### src/include/rc5_consts.svh
`ifndef RC5_CONSTS_SVH
`define RC5_CONSTS_SVH

// ########################################
// RC5-32/12/16 dimensions
// ########################################

`define RC5_W          32                // word width in bits.
`define RC5_R          12                // number of full rounds.
`define RC5_T          (2 * `RC5_R + 2)  // subkey words, 26 for twelve rounds.
`define RC5_KEY_BYTES  16

// ########################################
// magic constants for the table init
// ########################################

`define RC5_P32        32'hB7E15163      // odd((e - 2) * 2^32).
`define RC5_Q32        32'h9E3779B9      // odd((phi - 1) * 2^32).

`endif
### src/logic/rc5_pkg.sv
`include "rc5_consts.svh"

package rc5_pkg;

	// ########################################
	// data types
	// ########################################

	typedef logic [`RC5_W-1:0]           word_t;
	typedef logic [2*`RC5_W-1:0]         block_t;  // a in the upper half, b in the lower.
	typedef logic [`RC5_KEY_BYTES*8-1:0] ukey_t;   // key byte 0 sits in the top byte.
	typedef logic [`RC5_T*`RC5_W-1:0]    skey_t;   // s[0] in the least significant word.

	// ########################################
	// state machines
	// ########################################

	typedef enum logic [1:0] {
		IDLE,
		INIT,
		MIX,
		READY
	} ks_state_t;

	// receiver and sender share one encoding space.
	typedef enum logic [2:0] {
		WAIT_REQ,
		ACKED,
		WAIT_DROP,
		EMPTY,
		REQ_HIGH,
		WAIT_ACK_LOW
	} tx_state_t;

endpackage

### src/logic/rc5_blk_if.sv
`timescale 1ns/1ns

interface rc5_blk_if;

	logic            valid;    // a captured block is waiting.
	logic            ready;    // the core can start a block this cycle.
	logic            decrypt;  // mode that goes with the block.
	rc5_pkg::block_t data;

	modport src (
		output valid,
		output decrypt,
		output data,
		input  ready
	);

	modport dst (
		input  valid,
		input  decrypt,
		input  data,
		output ready
	);

endinterface

### src/logic/rc5_in_port.sv
`timescale 1ns/1ns

module rc5_in_port (
	input  logic            i_clk,
	input  logic            i_rst,
	input  logic            i_req,
	input  logic            i_decrypt,
	input  rc5_pkg::block_t i_data,
	output logic            o_ack,
	rc5_blk_if.src          blk
);

	rc5_pkg::tx_state_t state;
	logic               hold;
	logic               take;

	// only accept when nothing is buffered and the core could start it.
	assign take = i_req && !hold && blk.ready && (state == rc5_pkg::WAIT_REQ);

	always_ff @(posedge i_clk) begin
		if (i_rst) begin
			state <= rc5_pkg::WAIT_REQ;
			hold  <= 1'b0;
		end else begin
			case (state)
				rc5_pkg::WAIT_REQ:  if (take) state <= rc5_pkg::ACKED;
				rc5_pkg::ACKED:     if (!i_req) state <= rc5_pkg::WAIT_DROP;
				rc5_pkg::WAIT_DROP: state <= rc5_pkg::WAIT_REQ;  // ack stays low one cycle.
				default:            state <= rc5_pkg::WAIT_REQ;
			endcase
			if (take)
				hold <= 1'b1;
			else if (blk.valid && blk.ready)
				hold <= 1'b0;
		end
	end

	always_ff @(posedge i_clk) begin
		if (take) begin
			blk.data    <= i_data;
			blk.decrypt <= i_decrypt;
		end
	end

	assign blk.valid = hold;
	assign o_ack     = (state == rc5_pkg::ACKED);

endmodule

### src/flat_wrapper.sv
// flat-port wrapper written by rule: the top's interface ports become plain ports
module rc5_in_port_flat 
  (i_clk, i_rst, i_req, i_decrypt, i_data, o_ack, blk_valid, blk_decrypt, blk_data, blk_ready);
  rc5_blk_if blk_i ();
  input  logic i_clk;
  input  logic i_rst;
  input  logic i_req;
  input  logic i_decrypt;
  input  rc5_pkg::block_t i_data;
  output logic o_ack;
  output wire logic [$bits(blk_i.valid)-1:0] blk_valid;
  output wire logic [$bits(blk_i.decrypt)-1:0] blk_decrypt;
  output wire logic [$bits(blk_i.data)-1:0] blk_data;
  input wire logic [$bits(blk_i.ready)-1:0] blk_ready;
  assign blk_valid = blk_i.valid;
  assign blk_decrypt = blk_i.decrypt;
  assign blk_data = blk_i.data;
  assign blk_i.ready = blk_ready;
  rc5_in_port u_core (.i_clk(i_clk), .i_rst(i_rst), .i_req(i_req), .i_decrypt(i_decrypt), .i_data(i_data), .o_ack(o_ack), .blk(blk_i));
endmodule
### config.mk
export PLATFORM = sky130hd
export DESIGN_NAME = rc5_in_port_flat
export DESIGN_NICKNAME = d
export VERILOG_FILES = /design/src/logic/rc5_pkg.sv /design/src/logic/rc5_blk_if.sv /design/src/logic/rc5_in_port.sv /design/src/flat_wrapper.sv
export VERILOG_INCLUDE_DIRS = /design/src /design/src/include
export SDC_FILE = /design/constraint.sdc
export NUM_CORES = 1
export LEC_CHECK = 0
export ABC_AREA = 1
export BUFFER_PORTS_ARGS = -buffer_cell sky130_fd_sc_hd__clkbuf_2
export CAP_MARGIN = 20
export CORE_UTILIZATION = 37
export DETAILED_ROUTE_END_ITERATION = 6
export PLACE_DENSITY = 0.75
export SLEW_MARGIN = 0
export SYNTH_ARGS = -nofsm -noshare
export SYNTH_HDL_FRONTEND = slang
export SYNTH_SLANG_ARGS = --single-unit
### constraint.sdc
create_clock -name i_clk -period 2.55 [get_ports i_clk]
set_clock_uncertainty 0.15 [all_clocks]
set_input_delay 0.51 -clock i_clk [delete_from_list [all_inputs] [get_ports i_clk]]
set_output_delay 0.51 -clock i_clk [all_outputs]
set_load 0.005 [all_outputs]
* After elaboration in Yosys (flattened, before gate mapping)
Cells that the tools add are included.
Widths: inputs -> output; s select.
** Word-level totals
- Bits in registers :: 69
- Output and inout port bits :: 67
- Word-level logic and storage cells :: 20
** Cells by class
- Equal/unequal tests :: 3
- Multiplexer cells :: 5
- Reduce and logical (&&, ||, !) cells :: 8
** Operator list (number)
- $mux 3 :: 2
- $pmux 3 s2 :: 1
- $logic_and 1x1->1 :: 4
- $eq 3x1->1 const B :: 1
- $logic_not 3->1 :: 1
- $mux 1 :: 2
- $ne 2x1->1 const B :: 1
- $ne 2x2->1 const B :: 1
- $reduce_and 2->1 :: 1
- $reduce_bool 2->1 :: 1
- $logic_not 1->1 :: 1

* Logic depth before layout (Yosys ltp)
Gate-level depths: netlist (run 1).
- Depth after elaboration :: 6
- Mapped depth :: 4
- Depth with buffers taken out :: 4

* Least setup slack after synthesis (run 1)
No wires, ideal clock.
- Path kind :: input port to flip-flop
- Start point :: input blk_ready
- End point :: register u_core.blk.data[0] (enable)
- Library setup time :: 0.419 ns
- Arrival :: 1.950 ns
- Required time :: 1.981 ns
- Slack :: 0.031 ns
- Cell stages on the path :: 4
- Path buffers :: 0
- Cells stage by stage :: nand2_1 inv_1 nand3_2 inv_1
** On the way
- Word-level cells in the longest chain between the ends :: 2
** Ends and longest elaborated chain
- start, declared :: RTL line flat_wrapper.sv:14 : input wire logic [$bits(blk_i.ready)-1:0] blk_ready;
- $logic_and 1x1->1 (2 in a row) :: RTL line rc5_in_port.sv:18 : assign take = i_req && !hold && blk.ready && (state == rc5_pkg::WAIT_REQ);
- via u_core.take :: RTL line rc5_in_port.sv:15 : logic take;
- end signal, assigned :: RTL line rc5_in_port.sv:40 : blk.data <= i_data;
- end, declared :: RTL line rc5_blk_if.sv:13 : output data,
The timed path passes the listed nets, and every way through them passes these cells.
A chain may end at the register's enable or synchronous reset.

* Worst setup path in the final report (run 1)
- Start point :: register u_core.state[0]
- End point :: output o_ack
** On the way
- Word-level cells in the longest chain between the ends :: 1
** Ends and longest elaborated chain
- start, declared :: RTL line rc5_in_port.sv:13 : rc5_pkg::tx_state_t state;
- start signal, assigned :: RTL line rc5_in_port.sv:22 : state <= rc5_pkg::WAIT_REQ;
- start signal, assigned :: RTL line rc5_in_port.sv:26 : rc5_pkg::WAIT_REQ: if (take) state <= rc5_pkg::ACKED;
- start signal, assigned :: RTL line rc5_in_port.sv:27 : rc5_pkg::ACKED: if (!i_req) state <= rc5_pkg::WAIT_DROP;
- $eq 3x1->1 :: RTL line rc5_in_port.sv:46 : assign o_ack = (state == rc5_pkg::ACKED);
- end, declared :: RTL line flat_wrapper.sv:10 : output logic o_ack;
No other way between the ends.

==> metrics.txt, run 1 <==
vias in the first global route=1245; mapped cell area=2070 um2; Initial Util=0.396; final worst path period need=between 1.5 and 2 ns; Fill cells=approximately 420; Fmax achieved=634 MHz; initial antenna violation count=0; fin. max-slew vios=0; CTS buffer count=9; CTS Sinks=approximately 70; worst-path maximum fanout=3; DRC errors left=0; dominant synthesized flop cell=edfxtp_1; Via-to-Cell Ratio=roughly 4.2; Placed Cells=between 200 and 300; grt met3 use=0.0762; Yosys top cell by area=edfxtp_1; clock buffer depth=2; worst rel slew slack=0.778; vias=1259; # diodes=0; row cnt=26; Synth Register Bits=just under 70; worst hold path class=in2reg; area fraction of the dominant cell type after synthesis=0.941; sequential fraction of the synthesis area=0.970; # hold bufs at CTS=0; max-cap violations=0; clock root buffer=clkbuf_8; die area=about 5900 um2; P_leak=about 1.3 nW; final cell count without fillers=302; M2 GR Usage=0.219; Slew @ Worst Pin=0.333 ns; routed len/inst=13.0 um; critical path type=reg2out; Ys Warns=0; grt total ovfl=0; Syn Inst Count=81; CP Data Required Time=about 1.9 ns; # setup viols final=0; Antenna Nets Post-Route=0; run status=finished clean; I/O Pins=approximately 140; routability cong.=around 0.74; final wirelength=a little under 4000 um; crit share post-route=0.619; worst endpoint data arrival time=about 0.9 ns; First-pass DRT Iterations=4; net count after synthesis=150; synth cell count leaders=65 x edfxtp_1, 3 x dfxtp_1, 3 x inv_1, 3 x nand2_1, 2 x a21oi_1; post-CTS setup buffers=0; RSZ-0062 raised after global routing=false; total core area=5240 um2; FFs w/ async S/R, synth=0; Die W=between 70 and 80 um; mean post-synth cell area=between 20 and 30 um2; Cell Pwr Density=around 740 nW/um2; die height=76.9 um; largest net degree at the start of global routing=66; Port Buffers=135; Worst-path clk slew=roughly 0.070 ns; CP Capture Type=output pin; crit path launch type=flop; CTS H-tree depth=3; Fin. Hold Viols=0; Setup TNS=0 ns; Tot GR Track Use=0.138; minimum hold slack=~0.20 ns; Peak VDD IR=about 440 uV; DP Wirelength=about 2900 um; share of cells above drive strength 1=0.647; Area contributors post-synth=edfxtp_1 94%, dfxtp_1 2.9%, inv_1 0.54%; Post-synth EDFFs=65; Synth cell types=10; most numerous cell in the Yosys netlist=edfxtp_1; CTS resizes=0; # nets final=roughly 300; Synth-to-Final Area Change=46.1%; first-pass GRT wire length=5830 um; GR Util met1=0.135; starting DRC count in detailed routing=47; GRT Max-Usage Layer=met2; Skew-Pair Late Insertion Delay=around 0.33 ns; CTS tree=yes
==> state kept, by name (all words and copies together), names as in the netlist <==
| signal | cells |
|---|---|
| u_core.blk.valid | 1 |
| u_core.blk.decrypt | 1 |
| u_core.state | 2 |
| u_core.blk.data | 64 |
==> metal layers <==
layer	wire [um]	part of all wire
met3	504	0.13
met4	97	0.025
met1	1460	0.37
met5	0	0
met2	1880	0.48
==> placed cells by master (no fill, tap or decap) <==
| cell type | n |
|---|---|
| edfxtp_1 | 65 |
| inv_1 | 2 |
| dfxtp_1 | 3 |
| buf_12 | 1 |
| bufinv_16 | 1 |
| nor2_1 | 1 |
| a21oi_1 | 2 |
| clkinv_1 | 3 |
| clkbuf_8 | 9 |
| nor4_1 | 1 |
| clkbuf_1 | 2 |
| inv_2 | 2 |
| nand2_1 | 3 |
| nand3_2 | 1 |
| clkbuf_2 | 135 |
| nor2_2 | 1 |
==> worst paths after layout <==
kind,from,end,slack (ns),depth (start not counted)
worst min-delay path,i_data[49],u_core.blk.data[49],0.20,1
worst max register to register,u_core.blk.valid,u_core.blk.data[28],1.06,4
worst max-delay path,u_core.state[0],o_ack,0.97,3
worst min register to register,u_core.state[0],u_core.state[1],0.32,2
==> layout make-up <==
type                    instances  area [um2]  share of cell area
flip-flops and latches         68        2010               0.664
inverters                       4        15.0             0.00495
repair buffers                136         696               0.230
multi-input cells               9        47.5              0.0157
well taps                      70        87.6              0.0289
clock buffers                  11         131              0.0434
clock inverters                 4        41.3              0.0136
==> cell families (layout without fill, tap and decap cells) <==
| group | Yosys count | after routing | synth area share |
|---|---|---|---|
| DFF | 68 | 68 | 0.970 |
| AOI/OAI and AO/OA | 2 | 2 | 0.00483 |
| buffers and inverters | 4 | 155 | 0.00724 |
| and+or+nand+nor | 7 | 7 | 0.0181 |
==> stage by stage <==
stage	instance area, um2	util	setup WS [ns]	power [mW]
floorplan	2070	-	0.0312	1.36
global placement	2860	0.546	0.882	1.46
detailed placement	2860	0.546	0.858	1.47
CTS	3030	0.579	0.959	2.26
global route	3030	0.579	0.916	2.31
finish	3030	0.579	0.972	2.23
==> report_power, final <==
part / internal (mW) / switching [mW]
Sequential: 1.29 / 0.0129
Clock: 0.437 / 0.354
Combinational: 0.0724 / 0.0672
==> worst max-delay path, stage by stage, from the launching register on <==
cell and delay [ns]:
dfxtp_1 0.32, inv_2 0.05, nor2_2 0.09, clkbuf_2 0.12
No activity file was read; power rests on OpenSTA's default activity.
==> inputs of run 2 (changes only) <==
--- a/config.mk
+++ b/config.mk
@@ -9,9 +9,9 @@
 export ABC_AREA = 1
 export BUFFER_PORTS_ARGS = -buffer_cell sky130_fd_sc_hd__clkbuf_2
 export CAP_MARGIN = 20
-export CORE_UTILIZATION = 37
+export CORE_UTILIZATION = 41
 export DETAILED_ROUTE_END_ITERATION = 6
-export PLACE_DENSITY = 0.75
+export PLACE_DENSITY = 0.78
 export SLEW_MARGIN = 0
 export SYNTH_ARGS = -nofsm -noshare
 export SYNTH_HDL_FRONTEND = slang
==> constraint.sdc (replaced) <==
create_clock -name i_clk -period 1.5 [get_ports i_clk]
set_clock_uncertainty 0.15 [all_clocks]
set_input_delay 0.3 -clock i_clk [delete_from_list [all_inputs] [get_ports i_clk]]
set_output_delay 0.3 -clock i_clk [all_outputs]
set_load 0.005 [all_outputs]
==> run 2 against run 1 <==
  * Power is 79% higher
  * Critical path depth stayed put
  * Design area is 23% higher
  * Utilization is 20 points higher
  * Register-to-register slack worse by 0.95 ns
  * Sequential power is 70% higher
  * Setup slack worse by 0.91 ns
  * Critical endpoint unchanged
  * Largest cell class unchanged
==> metrics.txt, run 2 (synthesis results as in run 1) <==
run status=finished clean; Skew-Pair Late Insertion Delay=0.33 ns; worst endpoint data arrival time=between 0.9 and 1 ns; grt met3 use=0.101; die area=roughly 5300 um2; routability cong.=a little under 0.7; vias in the first global route=1712; Final Cell Area=around 3700 um2; GR Util met1=0.223; CTS buffer count=9; max reg flops=64; Cell Pwr Density=1070 nW/um2; worst rel slew slack=0.871; CTS tree=yes; Antenna Nets Post-Route=0; GRT Max-Usage Layer=met2; critical path type=reg2out; Tot GR Track Use=0.218; Worst-path clk slew=~0.07 ns; routed len/inst=between 15 and 20 um; DRC errors left=0; CTS resizes=0; Fin. Hold Viols=0; share of cells above drive strength 1=0.527; Synth-to-Final Area Change=79.6%; Sw Pwr=approximately 0.80 mW; clock buffer depth=2; row cnt=25; # setup viols final=0; Post-DP Area=2920 um2; First-pass DRT Iterations=4; Die W=73.1 um; Pint=approximately 3.2 mW; largest reg by FF count=u_core.blk.data; worst hold path class=in2reg; grt total ovfl=0; Fmax achieved=~700 MHz; setup ws final=0.0643 ns; worst-path maximum fanout=3; flop2flop setup slack=between 0.1 and 0.15 ns; Via-to-Cell Ratio=approximately 4.4; Peak VDD IR=roughly 760 uV; P_leak=between 1.5 and 2 nW; worst setup path end=o_ack; crit path launch type=flop; commonest non-fill, non-tap cells in the layout=135 x clkbuf_2, 65 x edfxtp_1, 63 x dlygate4sd3_1; first-pass GRT wire length=roughly 8000 um; initial antenna violation count=0; sequential share of power=0.554; total core area=about 4800 um2; Clock power frac=0.344; most common cell after layout, fill and taps aside=clkbuf_2; clock root buffer=clkbuf_8; Fill cells=approximately 260; post-CTS setup buffers=0; CTS Sinks=68; die height=around 73 um; top flop regs=u_core.blk.data x64, u_core.state x2; Port Buffers=approximately 140; reg-to-reg startpoint=u_core.blk.valid; post-layout util=0.778; vias=1610; CP Data Required Time=between 1 and 1.5 ns; starting DRC count in detailed routing=54; CP Capture Type=output pin; Slew @ Worst Pin=around 0.19 ns; M2 GR Usage=0.377; final cell count without fillers=365; final worst path period need=roughly 1.4 ns; CTS H-tree depth=3; R2R depth=4; # diodes=0; # nets final=around 360; Post-Place Setup Slack=around 0.065 ns; Final Total Pwr=around 4 mW; CP startpoint=u_core.state[0]; I/O Pins=about 140; Sw Share=0.201; crit share post-route=0.957; RSZ-0062 raised after global routing=false; Placed Cells=286; # hold bufs at CTS=a little over 60; largest net degree at the start of global routing=26; final wirelength=roughly 5500 um; Initial Util=0.433; Gate power share=0.102; DP Wirelength=between 3000 and 4000 um; fin. max-slew vios=0; r2r endpoint=u_core.blk.data[47]; max-cap violations=0
run 2: critical path: stages (launching register included):
cell and delay [ns]:
dfxtp_1 0.33, inv_2 0.06, nor2_2 0.13, clkbuf_2 0.14
run 2: worst min-delay path by stage:
stage | to | startpoint | slack, ns | depth (start not counted)
floorplan | u_core.blk.valid | i_rst | 0.21 | 1
global placement | u_core.state[1] | u_core.state[1] | 0.28 | 1
detailed placement | u_core.state[1] | u_core.state[1] | 0.29 | 1
CTS | u_core.blk.data[14] | i_data[14] | 0.0001 | 1
global route | u_core.blk.data[14] | i_data[14] | 0.009 | 1
finish | u_core.blk.data[14] | i_data[14] | 0.02 | 1
run 2: routing by layer:
metal | vias up | routed length, um
li1 | 738 | -
met1 | 753 | 1940
met2 | 103 | 2820
met3 | 16 | 585
met4 | 0 | 149
met5 | - | 0
run 2: per-stage QoR:
stage	hold slack, ns	TNS [ns]
6_report	0.0215	0
5_1_grt	0.00855	0
4_1_cts	0.0000955	0
3_5_place_dp	0.287	0
3_3_place_gp	0.276	0
2_1_floorplan	0.212	-27.92
run 2: area by class of cell:
cell class / count / area [um2] / share of cell area
Clock buffer: 13 / 139 / 0.0373
Clock inverter: 3 / 37.5 / 0.0101
Inverter: 4 / 18.8 / 0.00504
Multi-Input combinational cell: 9 / 65.1 / 0.0175
Sequential cell: 68 / 2010 / 0.541
Tap cell: 67 / 83.8 / 0.0225
Timing Repair Buffer: 201 / 1370 / 0.367
run 2: power by group through the flow:
| stage | sequential [mW] | combinational (mW) | clock (mW) |
|---|---|---|---|
| after floorplan | 2.27 | 0.0478 | 0 |
| after global placement | 2.25 | 0.260 | 0 |
| after detailed placement | 2.25 | 0.268 | 0 |
| after CTS | 2.21 | 0.394 | 1.40 |
| after global routing | 2.22 | 0.438 | 1.49 |
| final | 2.21 | 0.408 | 1.38 |
==> inputs of run 3 (changes only) <==
--- a/config.mk
+++ b/config.mk
@@ -7,11 +7,10 @@
 export NUM_CORES = 1
 export LEC_CHECK = 0
 export ABC_AREA = 1
-export BUFFER_PORTS_ARGS = -buffer_cell sky130_fd_sc_hd__clkbuf_2
 export CAP_MARGIN = 20
-export CORE_UTILIZATION = 41
+export CORE_UTILIZATION = 45
 export DETAILED_ROUTE_END_ITERATION = 6
-export PLACE_DENSITY = 0.78
+export DONT_BUFFER_PORTS = 1
 export SLEW_MARGIN = 0
 export SYNTH_ARGS = -nofsm -noshare
 export SYNTH_HDL_FRONTEND = slang
==> run 3 against run 2 <==
  * Wire length shrank 27%
  * Die area shrank 8.7%
  * Critical path depth increased by 1
  * Largest cell class unchanged
  * Largest power group unchanged
==> metrics.txt, run 3 (synthesis results as in run 1) <==
Slew @ Worst Pin=approximately 0.23 ns; die height=69.9 um; CTS Sinks=~70; Antenna Nets Post-Route=0; Via-to-Cell Ratio=just under 5; top flop regs=u_core.blk.data x64, u_core.state x2; largest reg by FF count=u_core.blk.data; routability cong.=approximately 0.61; total core area=roughly 4400 um2; CP Capture Type=flop; post-CTS setup buffers=0; Cell Pwr Density=around 1300 nW/um2; most common cell after layout, fill and taps aside=dlygate4sd3_1; worst-path maximum fanout=between 40 and 50; Fin. Hold Viols=0; CTS H-tree depth=3; routed len/inst=18.3 um; Peak VDD IR=683 uV; max-cap violations=0; # setup viols final=0; worst hold path class=in2reg; Skew-Pair Late Insertion Delay=0.32 ns; P_leak=between 1 and 1.5 nW; vias in the first global route=approximately 1100; worst rel slew slack=0.850; sequential share of power=0.561; Slowest Stage Delay on Critical Path=0.34 ns; Port Buffers=0; First-pass DRT Iterations=4; Setup TNS=0 ns; final wirelength=4020 um; Sw Pwr=0.743 mW; crit share post-route=0.936; run status=finished clean; Final Total Pwr=3.99 mW; I/O Pins=around 140; Tot GR Track Use=0.177; Sw Share=0.186; Initial Util=0.473; commonest non-fill, non-tap cells in the layout=69 x dlygate4sd3_1, 65 x edfxtp_1, 9 x clkbuf_8; grt total ovfl=0; fin. max-slew vios=0; Pint=around 3.2 mW; final worst path period need=approximately 1.4 ns; Buf/Inv on CP=2; max reg flops=64; Clock power frac=0.383; share of cells above drive strength 1=0.149; worst endpoint data arrival time=between 1 and 1.5 ns; Synth-to-Final Area Change=49.7%; Worst-path clk slew=0.07 ns; # diodes=0; DRC errors left=0; CTS tree=yes; vias=about 1100; row cnt=24; crit path launch type=flop; clock root buffer=clkbuf_8; die area=between 4000 and 5000 um2; Gate power share=0.056; Fmax achieved=roughly 710 MHz; Fill cells=roughly 300; largest net degree at the start of global routing=44; clock buffer depth=2; CP Cell Sequence=nor2_2 > nand3_4 > clkinvlp_4 > buf_12; starting DRC count in detailed routing=45; Crit-path slowest cell=dfxtp_2; critical path type=reg2reg; RSZ-0062 raised after global routing=false; delay-heaviest family, CP=buffers and inverters; CP Data Required Time=roughly 1.4 ns; first-pass GRT wire length=approximately 6000 um; initial antenna violation count=0; CTS buffer count=9; Die W=between 60 and 70 um; # nets final=approximately 230
## run 3: worst min-delay path, delay by kind of cell
family          cells  cell delay [ns]
buf+inv             1             0.03
compound gates      1             0.05
simple gates        2             0.11
## run 3: power by group through the flow
stage / clock [mW] / sequential (mW) / combinational [mW]
2_1_floorplan: 0 / 2.27 / 0.0478
3_3_place_gp: 0 / 2.28 / 0.0722
3_5_place_dp: 0 / 2.28 / 0.0769
4_1_cts: 1.55 / 2.24 / 0.221
5_1_grt: 1.66 / 2.24 / 0.239
6_report: 1.53 / 2.24 / 0.224
## run 3: worst paths after layout
kind	start	endpoint	slack, ns	depth (start not counted)
worst min register to register	u_core.state[1]	u_core.state[1]	0.30	1
worst max-delay path	u_core.blk.valid	u_core.blk.data[58]	0.1	4
worst max register to register	u_core.blk.valid	u_core.blk.data[58]	0.1	4
worst min-delay path	i_req	u_core.state[0]	0.07	4
## run 3: cell type report
type	count	area (um2)	area share
Sequential cell	68	2010	0.649
Timing Repair Buffer	71	731	0.235
Clock buffer	9	124	0.0399
Clock inverter	7	81.3	0.0262
Multi-Input combinational cell	9	71.3	0.0230
Tap cell	52	65.1	0.0210
Inverter	4	18.8	0.00604
## run 3: per-layer routing
layer | vias to the layer above | routed length [um] | global-route usage
met4 | 0 | 57 | 0.0933
met5 | - | 0 | 0
met3 | 7 | 307 | 0.0808
met1 | 507 | 1300 | 0.159
met2 | 76 | 2360 | 0.326
li1 | 481 | - | -
## run 3: stage by stage
| stage | hold slack, ns | instance area, um2 | worst slack [ns] | utilization | instances |
|---|---|---|---|---|---|
| after global routing | 0.0649 | 3110 | 0.0478 | 0.708 | 220 |
| after floorplan | 0.212 | 2100 | -0.430 | - | 81 |
| after detailed placement | 0.219 | 2200 | 0.0939 | 0.503 | 135 |
| final | 0.0713 | 3110 | 0.0956 | 0.708 | 220 |
| after CTS | 0.0578 | 3100 | 0.0337 | 0.707 | 220 |
| after global placement | 0.215 | 2200 | 0.123 | 0.503 | 135 |
## run 3: repair_timing
action                                 in CTS  in global routing
endpoints found under the hold margin      68                  1
setup endpoints to repair                   0                  1
hold buffers                               69                  1
gates resized for setup                     0                  1
